==> config.mk <==
export PLATFORM = sky130hd
export DESIGN_NAME = respMux
export DESIGN_NICKNAME = d
export VERILOG_FILES = /design/src/hw/ahbPkg.sv /design/src/hw/respMux.sv
export SDC_FILE = /design/constraint.sdc
export NUM_CORES = 1
export LEC_CHECK = 0
export CAP_MARGIN = 20
export CORE_MARGIN = 10
export CORE_UTILIZATION = 60
export DETAILED_ROUTE_END_ITERATION = 8
export DONT_BUFFER_PORTS = 1
export PLACE_DENSITY = 0.76
export SLEW_MARGIN = 20
export SYNTH_ARGS = -nofsm -noshare
export SYNTH_HDL_FRONTEND = slang
export SYNTH_SLANG_ARGS = --single-unit
==> constraint.sdc <==
create_clock -name HCLK -period 1.9 [get_ports HCLK]
set_clock_uncertainty 0.2 [all_clocks]
set_input_delay 0.285 -clock HCLK [delete_from_list [all_inputs] [get_ports HCLK]]
set_output_delay 0.285 -clock HCLK [all_outputs]
set_load 0.03 [all_outputs]
==> src/hw/ahbPkg.sv <==
package ahbPkg;

    //////////////////////////////////////////////////
    // bus types
    //////////////////////////////////////////////////

    typedef logic [31:0] hdata_t;                       // bus data word
    typedef logic [31:0] haddr_t;                       // bus address

    typedef enum logic [1:0] {
        transIdle   = 2'b00,                            // no transfer
        transBusy   = 2'b01,                            // master stalls a burst
        transNonseq = 2'b10,                            // single or first beat
        transSeq    = 2'b11                             // following beat of a burst
    } htrans_e;

    typedef enum logic [2:0] {
        sizeByte = 3'b000,
        sizeHalf = 3'b001,
        sizeWord = 3'b010                               // widest size on this bus
    } hsize_e;

    typedef enum logic [1:0] {
        slotRam  = 2'd0,
        slotGpio = 2'd1,
        slotDisp = 2'd2,
        slotNone = 2'd3                                 // address outside the map
    } slot_e;

    typedef struct packed {
        haddr_t  haddr;                                 // address phase
        htrans_e htrans;
        logic    hwrite;
        hsize_e  hsize;
        hdata_t  hwdata;                                // valid in data phase only
    } ahbReq_t;                                         // 70 bits, master to all slaves

    typedef struct packed {
        hdata_t hrdata;
        logic   hreadyout;
    } ahbRsp_t;                                         // 33 bits, slave to mux

    //////////////////////////////////////////////////
    // address map, compared against haddr[31:24]
    //////////////////////////////////////////////////

    localparam logic [7:0] ramBase  = 8'h20;
    localparam logic [7:0] gpioBase = 8'h50;
    localparam logic [7:0] dispBase = 8'h53;

    localparam hdata_t badData = 32'hdeadbeef;          // read value for unmapped space

    localparam logic [3:0] gpioOutOffset   = 4'h0;     // output register
    localparam logic [3:0] gpioInOffset    = 4'h4;     // synchronised inputs
    localparam logic [3:0] dispDigitOffset = 4'h0;     // eight hex nibbles
    localparam logic [3:0] dispDotOffset   = 4'h4;     // dot mask

endpackage

==> src/hw/respMux.sv <==
`timescale 1ns/1ps

module respMux (
    input  logic            HCLK,
    input  logic            reset,
    input  ahbPkg::slot_e   slot,                       // from decoder, address phase
    input  ahbPkg::htrans_e trans,                      // transfer type of address phase
    input  ahbPkg::ahbRsp_t ramRsp,
    input  ahbPkg::ahbRsp_t gpioRsp,
    input  ahbPkg::ahbRsp_t dispRsp,
    output ahbPkg::hdata_t  hrdata,                     // to master
    output logic            hready                      // to master and all slaves
);

    ahbPkg::slot_e dataSlot;                            // slave owning the data phase
    logic          active;

    assign active = (trans == ahbPkg::transNonseq) || (trans == ahbPkg::transSeq);

    always_ff @(posedge HCLK) begin
        if (reset) begin
            dataSlot <= ahbPkg::slotNone;
        end else if (hready) begin                      // address phase only when ready
            dataSlot <= active ? slot : ahbPkg::slotNone;
        end
    end

    always_comb begin
        case (dataSlot)
            ahbPkg::slotRam:  {hrdata, hready} = ramRsp;
            ahbPkg::slotGpio: {hrdata, hready} = gpioRsp;
            ahbPkg::slotDisp: {hrdata, hready} = dispRsp;
            default:          {hrdata, hready} = {ahbPkg::badData, 1'b1};  // zero wait
        endcase
    end

    // a stuck or floating slave ready would hang the whole bus
    hreadyKnown: assert property (@(posedge HCLK) disable iff (reset) !$isunknown(hready));

endmodule

# Yosys cells after proc, flatten, opt, wreduce, memory -nomap -nowiden
# Index checks and enable logic that the tools add are counted.
[word_totals]
out_inout_bits = 33
inputBits = 105
ff_bits = 2
word_cells = 10
[classes]
eq_ne = 4
muxes = 3
n_reduce_logical = 2
[ops]
columns = ["operator", "count"]
rows = [
  ["$pmux 32 s3", 1],
  ["$eq 2x2->1 const B", 3],
  ["$pmux 1 s3", 1],
  ["$eq 2x1->1 const B", 1],
  ["$logic_not 2->1", 1],
  ["$mux 2", 1],
  ["$logic_or 1x1->1", 1],
]

# Longest topological paths before layout
[logic_depth]
ltp_word = 3
depth_mapped = 5
depth_no_buf = 3

# Least setup slack after synthesis
# Ideal clock, no wire load.
[synth_path]
path_type = "register -> output"
start = "reg dataSlot[1]"
end = "out hrdata[14]"
path_stages_with_launch = 5
path_slack_ps = 38
arrival_time_ps = 1377
n_path_buf = 2
required_time_ps = 1415
cell_sequence = "dfxtp_1 > buf_6 > buf_6 > mux2i_1 > o21ai_0"
[synth_via]
elab_chain_cells = 2
elab_cells_between_ends = 4
cone_classes = "eq/ne (2); mux (1); reduce/logical (1)"
[synth_lines]
columns = ["element", "line_no", "text"]
rows = [
  ["start: declaration", "respMux.sv:15", "ahbPkg::slot_e dataSlot;"],
  ["start signal: assignment", "respMux.sv:22", "dataSlot <= ahbPkg::slotNone;"],
  ["start signal: assignment", "respMux.sv:24", "dataSlot <= active ? slot : ahbPkg::slotNone;"],
  ["$eq 2x2->1, or another cell as far along", "respMux.sv:29", "case (dataSlot)"],
  ["$pmux 32 s3 *", "respMux.sv:29", ""],
  ["end: declaration", "respMux.sv:11", "output ahbPkg::hdata_t hrdata,"],
]
# Every way passes the cells marked *; elsewhere a longest branch is shown, timed or not.

# Worst setup path after layout
[layout_path]
start = "reg dataSlot[1]"
end = "out hrdata[25]"
# Same word-level chain as after synthesis.

==> results.py <==
metrics = {
    "outcome": {
        "status": "complete, no violations",
    },
    "timing": {
        "setup_violations": 0,
        "rsz0062_at_grt": "true",
        "hold_viol_final": 0,
        "worst_pin_slew_ns": 0.360,
        "period_share_pct": 99.0,
        "max_slew_margin_pct": 76.0,
        "maxSlewViolCount": 0,
        "hold_ws_ns": 0.0431,
        "fin_crit_ns": 1.88,
        "clock.fmax_ghz": 0.532,
    },
    "routing": {
        "drtAntennaViolNets": 0,
        "wl_per_cell_um": 32.8,
        "drt-total-wl_mm": 4.10,
        "firstDrtPassIters": 4,
        "via_count": 896,
        "route.detailed.drc": 0,
        "via_per_inst": 7.17,
        "drt_iter0_markers": 37,
    },
    "setup_path": {
        "worstSetupEndpoint": "hrdata[25]",
        "end_kind": "output port",
        "cp_data_arrival_time_ns": 1.40,
        "path_class": "reg -> out",
        "r2r_slack_ns": 0.58,
        "worstPathRequired_ns": 1.41,
        "r2r_start": "dataSlot[1]",
        "reg2reg_depth": 3,
        "rr_endpoint": "dataSlot[1]",
        "startpoint_type": "flop",
        "critPathMaxFanout": 13,
        "crit_start": "dataSlot[1]",
    },
    "logic_synthesis": {
        "synthesis.nets": 204,
        "yosysWarnings": 0,
        "ys_ff_latch": 2,
        "synthSimpleGateAreaFrac_pct": 9.55,
        "yosys.area_share.adder_pct": 0,
        "synth_area_per_cell_um2": 9.26,
        "synth_area_um2": 917,
        "synth_mux_area_share_pct": 46.0,
        "synth_cells": 99,
        "synth_seq_area_share_pct": 4.37,
        "synth_compound_area_share_pct": 29.5,
        "synthXorXnorAreaFrac_pct": 0,
        "synth_top_family_by_area": "multiplexers",
        "ys_types": 18,
    },
    "final_layout": {
        "syn2layout_area_growth_pct": 28.6,
        "drive_gt1_share_pct": 66.1,
        "reg_top3": "dataSlot (2)",
        "diodes": 0,
        "utilization_pct": 80.2,
        "fin_area_mm2": 0.00118,
        "fin_cells": 125,
        "top_register": "dataSlot",
        "nNetsFinal": 216,
        "largest_register_ff_count": 2,
    },
    "cts": {
        "h-tree-depth": 1,
        "cts_tree": "done",
        "clock_latency_ns": 0.23,
        "numCtsBuffers": 3,
        "clock_sinks": 2,
        "cts_root_buffer": "clkbuf_4",
        "clk_path_buf_depth": 2,
        "cts_setup_buffers": 0,
        "cts.clk_slew.worst_paths_ns": 0.03,
    },
    "floorplanning": {
        "core_mm2": 0.00147,
        "dieHeight_um": 59.1,
        "die_w_um": 59.1,
        "start_util_pct": 62.3,
        "num_rows": 14,
        "die-area_mm2": 0.00349,
        "io-pin-count": 138,
    },
    "power": {
        "cellLeakagePower_nw": 0.508,
        "power.density_mw_per_mm2": 492,
        "design_power_total_mw": 0.581,
        "ir_drop_uv": 362,
    },
    "global_route": {
        "grt_max_degree": 22,
        "grt_pass1_wl_mm": 5.29,
        "grtUsageTotal_pct": 19.2,
        "grt_overflow": 0,
        "grt_pass1_vias": 964,
        "antenna_found_initial": 0,
    },
    "run": {
        "maxCapViolCount": 0,
    },
    "place": {
        "numPortBuffers": 0,
        "place_area_um2": 993,
        "dp_hpwl_mm": 3.31,
        "dp_cells": 120,
        "place.gp.congestion": 0.694,
    },
    "hold_path": {
        "hold_class": "in -> reg",
        "min_from": "slot[0]",
    },
}
==> worst min path at each step <==
stage / slack [ns] / cells after the start / end
2_1_floorplan: 0.19 / 2 / dataSlot[1]
3_3_place_gp: 0.19 / 2 / dataSlot[1]
3_5_place_dp: 0.20 / 2 / dataSlot[1]
4_1_cts: 0.05 / 2 / dataSlot[0]
5_1_grt: 0.08 / 2 / dataSlot[0]
6_report: 0.04 / 2 / dataSlot[0]
==> final cells by class <==
type	instances	area [um2]
tap	16	20.0
sequential	2	45.0
multi-input combinational	85	905
timing repair buffer	19	188
fill	94	292
clock buffer	3	22.5
==> placed cells by master (no fill, tap or decap), types with 2 or more instances in the layout <==
cell      instances
nor2b_1           4
clkbuf_4          3
nor2_1            3
buf_4            15
o21ai_1           2
nand2_1           8
buf_12            2
mux2_2            5
o22a_2           12
nor3b_1           2
o22a_4           12
mux2_4           19
mux2i_1           8
o21ai_0           7
==> metrics by stage <==
| step | TNS [ns] | setup WS [ns] |
|---|---|---|
| after floorplan | 0 | 0.0379 |
| after global placement | 0 | 0.210 |
| after detailed placement | 0 | 0.179 |
| after CTS | 0 | 0.00260 |
| after global routing | -0.109 | -0.0226 |
| final | 0 | 0.0187 |
==> report_power, final <==
group / total (mW) / leakage, nW / internal (mW) / switching [mW]
Sequential: 0.0524 / 0.0162 / 0.0455 / 0.00689
Combinational: 0.434 / 0.478 / 0.201 / 0.234
Clock: 0.0941 / 0.0138 / 0.0696 / 0.0245
==> worst max-delay path, cell delays in order (launching register included) <==
cell      delay (ns)
dfxtp_4         0.36
buf_12          0.15
nand2b_1        0.15
buf_4           0.20
o22a_2          0.31
==> cells in the mapped netlist, drive strengths merged <==
cell    instances  share of area (%)
o22a           24                 23
o31ai           1               0.82
mux2i           8                8.7
nand2           8                3.3
a211oi          1               0.82
nand2b          1               0.68
dfxtp           2                4.4
nor2            3                1.2
nor2b           4                2.7
buf             8                9.0
o21ai           9                4.9
nor3b           2                1.6
clkbuf          4                1.6
mux2           24                 37
==> cell families after synthesis <==
family	Yosys count
buffers and inverters	12
AND/OR/NAND/NOR	18
AO/OA/AOI/OAI	35
multiplexers	32
flip-flops	2
==> routing by layer <==
layer / GRT usage, % / part of all wire [%] / up-vias
li1: - / - / 402
met1: 14.9 / 27 / 410
met2: 38.6 / 56 / 80
met3: 11.8 / 16 / 4
met4: 3.93 / 0.78 / 0
met5: 0 / 0 / -
==> what timing repair did <==
item | in CTS | in global routing
gates resized for setup | 28 | 11
pin swaps | 0 | 1
hold buffers | 1 | 0
endpoints found under the hold margin | 2 | 0
setup endpoints to repair | 25 | 28
cloned | 0 | 1
Note: power is estimated with default switching activity, not from simulation.
