[src/hw/ahbPkg.sv]
package ahbPkg;

    //////////////////////////////////////////////////
    // bus types
    //////////////////////////////////////////////////

    typedef logic [31:0] hdata_t;                       // bus data word
    typedef logic [31:0] haddr_t;                       // bus address

    typedef enum logic [1:0] {
        transIdle   = 2'b00,                            // no transfer
        transBusy   = 2'b01,                            // master stalls a burst
        transNonseq = 2'b10,                            // single or first beat
        transSeq    = 2'b11                             // following beat of a burst
    } htrans_e;

    typedef enum logic [2:0] {
        sizeByte = 3'b000,
        sizeHalf = 3'b001,
        sizeWord = 3'b010                               // widest size on this bus
    } hsize_e;

    typedef enum logic [1:0] {
        slotRam  = 2'd0,
        slotGpio = 2'd1,
        slotDisp = 2'd2,
        slotNone = 2'd3                                 // address outside the map
    } slot_e;

    typedef struct packed {
        haddr_t  haddr;                                 // address phase
        htrans_e htrans;
        logic    hwrite;
        hsize_e  hsize;
        hdata_t  hwdata;                                // valid in data phase only
    } ahbReq_t;                                         // 70 bits, master to all slaves

    typedef struct packed {
        hdata_t hrdata;
        logic   hreadyout;
    } ahbRsp_t;                                         // 33 bits, slave to mux

    //////////////////////////////////////////////////
    // address map, compared against haddr[31:24]
    //////////////////////////////////////////////////

    localparam logic [7:0] ramBase  = 8'h20;
    localparam logic [7:0] gpioBase = 8'h50;
    localparam logic [7:0] dispBase = 8'h53;

    localparam hdata_t badData = 32'hdeadbeef;          // read value for unmapped space

    localparam logic [3:0] gpioOutOffset   = 4'h0;     // output register
    localparam logic [3:0] gpioInOffset    = 4'h4;     // synchronised inputs
    localparam logic [3:0] dispDigitOffset = 4'h0;     // eight hex nibbles
    localparam logic [3:0] dispDotOffset   = 4'h4;     // dot mask

endpackage

[src/hw/ahbGpio.sv]
`timescale 1ns/1ps

module ahbGpio (
    input  logic            HCLK,
    input  logic            reset,
    input  logic            sel,
    input  logic            hready,
    input  ahbPkg::ahbReq_t req,
    output ahbPkg::ahbRsp_t rsp,
    input  logic [15:0]     gpioIn,                     // asynchronous pins
    output logic [15:0]     gpioOut
);

    logic        addrPhase;
    logic        phaseValid;
    logic        phaseWrite;
    logic [3:0]  phaseOff;                              // register offset of data phase
    logic [15:0] syncA;                                 // first stage, may be metastable
    logic [15:0] syncB;                                 // second stage, safe to read
    logic [15:0] readVal;

    assign addrPhase = sel && hready &&
                       (req.htrans inside {ahbPkg::transNonseq, ahbPkg::transSeq});

    always_ff @(posedge HCLK) begin
        if (reset) begin
            phaseValid <= 1'b0;
            phaseWrite <= 1'b0;
        end else if (hready) begin
            phaseValid <= addrPhase;
            phaseWrite <= addrPhase && req.hwrite;
        end
    end

    always_ff @(posedge HCLK) begin
        if (addrPhase) phaseOff <= req.haddr[3:0];
    end

    //////////////////////////////////////////////////
    // output register and input synchroniser
    //////////////////////////////////////////////////

    always_ff @(posedge HCLK) begin
        if (reset) begin
            gpioOut <= '0;
        end else if (phaseValid && phaseWrite && hready &&
                     phaseOff == ahbPkg::gpioOutOffset) begin
            gpioOut <= req.hwdata[15:0];                // input offset writes fall through
        end
    end

    always_ff @(posedge HCLK) begin
        syncA <= gpioIn;
        syncB <= syncA;
    end

    always_comb begin
        case (phaseOff)
            ahbPkg::gpioOutOffset: readVal = gpioOut;
            ahbPkg::gpioInOffset:  readVal = syncB;
            default:               readVal = '0;
        endcase
    end

    assign rsp = '{hrdata: {16'b0, readVal}, hreadyout: 1'b1};

endmodule

[config.mk]
export PLATFORM = sky130hd
export DESIGN_NAME = ahbGpio
export DESIGN_NICKNAME = d
export VERILOG_FILES = /design/src/hw/ahbPkg.sv /design/src/hw/ahbGpio.sv
export SDC_FILE = /design/constraint.sdc
export NUM_CORES = 1
export LEC_CHECK = 0
export ABC_AREA = 1
export BUFFER_PORTS_ARGS = -buffer_cell sky130_fd_sc_hd__buf_4
export CAP_MARGIN = 15
export CELL_PAD_IN_SITES_DETAIL_PLACEMENT = 0
export CELL_PAD_IN_SITES_GLOBAL_PLACEMENT = 1
export CORE_MARGIN = 2
export CORE_UTILIZATION = 27
export CTS_CLUSTER_DIAMETER = 200
export DETAILED_ROUTE_END_ITERATION = 8
export PLACE_DENSITY_LB_ADDON = 0.1
export REMOVE_ABC_BUFFERS = 1
export SLEW_MARGIN = 20
export SYNTH_ARGS = -nofsm -noshare
export SYNTH_HDL_FRONTEND = slang
export SYNTH_SLANG_ARGS = --single-unit
[constraint.sdc]
create_clock -name HCLK -period 1.7 [get_ports HCLK]
set_input_delay 0.34 -clock HCLK [delete_from_list [all_inputs] [get_ports HCLK]]
set_output_delay 0.34 -clock HCLK [all_outputs]
set_load 0.05 [all_outputs]
# After elaboration in Yosys (flattened, before gate mapping)
# Index checks and enable logic that the tools add are counted.
# classes
mul,0
muxes,1
n_shift,0
n_addsub,0
reduce_logical,8
div_mod_pow,0
bitwise_logic,0
eq_ne,3
n_lt_le_gt_ge,0
# ops
op,count
case mux 16 bit (2 select lines),1
logical AND 1 bit,6
"equality test 2 bit, second input constant",2
"equality test 4 x 3 -> 1 bit, second input constant",1
zero test 4 bit,1
nonzero test 2 bit,1
# totals
latchBits,0
regBits,54
n_memories,0
ramBits,0
romBits,0
inputBits,90
wordCells,18
output_inout_bits,49

# Depth between registers and ports, before layout
# logic_depth
depth_word,4
ltp_mapped,6

# Worst setup path before layout
# Ideal clock, no wire load.
# synth_path
path_type,register to output
from,reg phaseOff[1]
to,out rsp[16] (netlist name)
required_ps,1360
stages_incl_launch_ff,5
setup_slack_ps,-270
n_path_buf,1
t_arrival_ps,1630
path_cell_list,edfxtp_1 nor2_4 nand3b_2 buf_2 o21ai_1
# synth_lines
item,line,text
"start, declared",ahbGpio.sv:17,logic [3:0] phaseOff;
"start signal, assigned",ahbGpio.sv:36,if (addrPhase) phaseOff <= req.haddr[3:0];
"end, declared",ahbGpio.sv:9,"output ahbPkg::ahbRsp_t rsp,"

==> flow_metrics.py <==
metrics = {
    "grt": {
        "grt_max_degree": 34,
        "grt_pass1_vias": 1502,
        "antenna_found_initial": 0,
        "grt_pass1_wl_um": 7160,
        "grt_remaining_overflow": 0,
        "grtUsageTotal_pct": 11.8,
    },
    "clocking": {
        "cts_sinks": 54,
        "cts_buffer_depth": 2,
        "htreeDepth": 2,
        "clkTransAtPathRegs_ns": 0.09,
        "hold_buffers": 0,
        "cts_tree": "built",
        "insertion_delay_ns": 0.30,
        "cts-root-buf": "clkbuf_8",
        "cts_inserted_buffers": 5,
    },
    "yosys": {
        "ys.warnings.count": 0,
        "synthCells": 228,
        "synth_area_um2": 1980,
        "ys_seq_area_share_pct": 56.7,
        "ys_types": 20,
        "yosys.area.top_type": "dfxtp_1",
        "synthTopCellsByArea": "dfxtp_1, buf_4, inv_1",
        "synth_top_area_share_pct": 50.7,
        "syn_avg_cell_area_um2": 8.67,
        "ys_ff_latch": 54,
    },
    "die": {
        "core-area_um2": 7180,
        "placementRows": 31,
        "fp.dieW_um": 89.5,
        "die_area_um2": 8020,
        "die_h_um": 89.5,
        "io_pins": 139,
        "initial_core_util_pct": 27.5,
    },
    "placement": {
        "io_buffers": 73,
        "placed_area_um2": 2640,
        "hpwlAfterDp_um": 3170,
        "place_congestion": 0.669,
        "dp_slack_ns": 0.0805,
        "dp.cells": 397,
    },
    "route": {
        "drt_iter0_markers": 36,
        "drc": 0,
        "routed_via_density": 4.02,
        "routedWlPerCell_um": 11.5,
        "vias": 1645,
        "firstDrtPassIters": 3,
        "ant_nets": 0,
        "wirelength_um": 4710,
    },
    "timing": {
        "grt_setup_unrepaired": "true",
        "fin_ws_ns": -0.131,
        "setup_viol": 16,
        "final_hold_viol_count": 0,
        "final_max_slew_viol_count": 0,
        "worst_slew_pin_slew_ns": 0.561,
        "relSlewSlack_pct": 62.6,
        "fin_crit_sh_pct": 108,
        "fin_setup_tns_ns": -1.97,
        "clock.fmax_mhz": 546,
        "skew_ns": 0.00262,
        "post-route-min-period_ns": 1.83,
    },
    "power": {
        "power.density_nw_per_um2": 812,
        "leakagePower_nw": 1.41,
        "swShare_pct": 25.3,
        "p_clk_share_pct": 30.9,
        "peakVddDrop_mv": 0.447,
        "internal-power_mw": 1.76,
        "p_seq_share_pct": 56.7,
        "switchingPower_mw": 0.597,
        "combinationalPowerShare_pct": 12.4,
    },
    "final_layout": {
        "final_area_um2": 2910,
        "n_antenna_cell": 0,
        "layout-area-overhead-vs-synth_pct": 47.1,
        "layoutNonFillerInstCount": 409,
        "drive_above_1_share_pct": 38.1,
        "post-route-util_pct": 40.5,
        "nets": 399,
    },
    "critical_path": {
        "crit_top_cell": "buf_6",
        "crit_required_ns": 1.36,
        "max_stage_delay_ns": 0.42,
        "cp_top_family": "flip-flops",
        "arrival_ns": 1.49,
        "crit_type": "flop to output pin",
        "critPathLaunchType": "flop",
        "critPathBufInv": 2,
        "worst_path_max_delay_cell": "edfxtp_1",
        "path_cells": "nor2_4 > nand3b_4 > buf_6 > o21ai_2 > buf_6",
        "path_max_fanout": 8,
        "endpoint_kind": "output pin",
    },
    "status": {
        "violations": "negative setup slack",
        "status": "finished with violations",
    },
    "hold_path": {
        "hold_path.class": "input pin to flop",
    },
    "flow_run": {
        "cap_violations": 0,
    },
}
[path summary, 6_finish.rpt]
kind / to / from / cells after the start / slack, ns
setup / recovery: rsp[5] / phaseOff[0] / 5 / -0.13
hold reg to reg: syncB[4] / syncA[4] / 0 / 0.33
hold / removal: syncA[14] / gpioIn[14] / 1 / 0.13
setup reg to reg: gpioOut[0] / phaseOff[0] / 8 / 0.14
[per-stage QoR]
stage	hold slack (ns)	total power, mW
3_3_place_gp	0.310	1.64
5_1_grt	0.111	2.47
6_report	0.134	2.36
3_5_place_dp	0.312	1.64
2_1_floorplan	0.310	1.52
4_1_cts	0.117	2.39
[state kept, by name, summed over array words and instances, names as in the netlist]
signal / flops
gpioOut: 16
phaseOff: 4
phaseValid: 1
phaseWrite: 1
syncA: 16
syncB: 16
[cell type report]
cell class,instances,area (µm²)
clock buffers,7,86.3
clock inverters,1,5.00
fillers,758,4270
inverters,35,131
multi-input cells,127,676
flip-flops and latches,54,1120
well taps,99,124
repair buffers,86,763
[synth_stat cells (all sizes together)]
cell type	n
clkbuf	1
nand2	21
inv	35
nand4	16
nand3	18
dfxtp	50
a21oi	2
edfxtp	4
buf	26
conb	2
nand3b	1
nor2	36
o21ai	16
[layout by cell type (no fill, tap or decap), drive strengths merged, types with 4 or more instances in the layout]
| master | instances |
|---|---|
| o21ai | 16 |
| nand4 | 16 |
| nor2 | 36 |
| nand3 | 18 |
| nand2 | 21 |
| buf | 85 |
| clkbuf | 8 |
| inv | 35 |
| edfxtp | 4 |
| conb | 17 |
| dfxtp | 50 |
[worst reg2reg max path, cell delays in order (launching register included)]
cell      delay, ns
edfxtp_1       0.42
nor2_4         0.19
buf_6          0.18
buf_4          0.17
nand2_2        0.06
nor2_4         0.17
buf_4          0.17
nor2_1         0.04
nor2_1         0.09
[logic make-up (layout without fill, tap and decap cells)]
logic type,after synthesis,in the layout,share of synthesized area (%)
compound gates,18,18,4.56
buf+inv,62,129,15.9
flops,54,54,56.7
other cells,2,17,0.380
simple gates,92,92,22.4
[timing repair]
item / CTS / global route
buffers inserted: 3 / 2
gates resized for setup: 37 / 2
pin swaps: 1 / 0
gates cloned: 0 / 1
endpoints found under the setup margin: 16 / 16
[power by group through the flow]
| stage | registers (mW) | logic, mW | clock network, mW |
|---|---|---|---|
| CTS | 1.34 | 0.287 | 0.766 |
| detailed placement | 1.37 | 0.271 | 0 |
| global placement | 1.37 | 0.271 | 0 |
| global route | 1.34 | 0.313 | 0.812 |
| floorplan | 1.37 | 0.154 | 0 |
| finish | 1.34 | 0.292 | 0.729 |
[routing by layer]
metal / wire [µm] / GRT usage, % / up-vias
met5: 0 / 0 / -
met4: 58 / 3.66 / 0
met3: 251 / 3.32 / 7
met2: 2250 / 19.9 / 52
met1: 2160 / 14.4 / 746
li1: - / - / 840
Power figures use the tool's default switching activity.
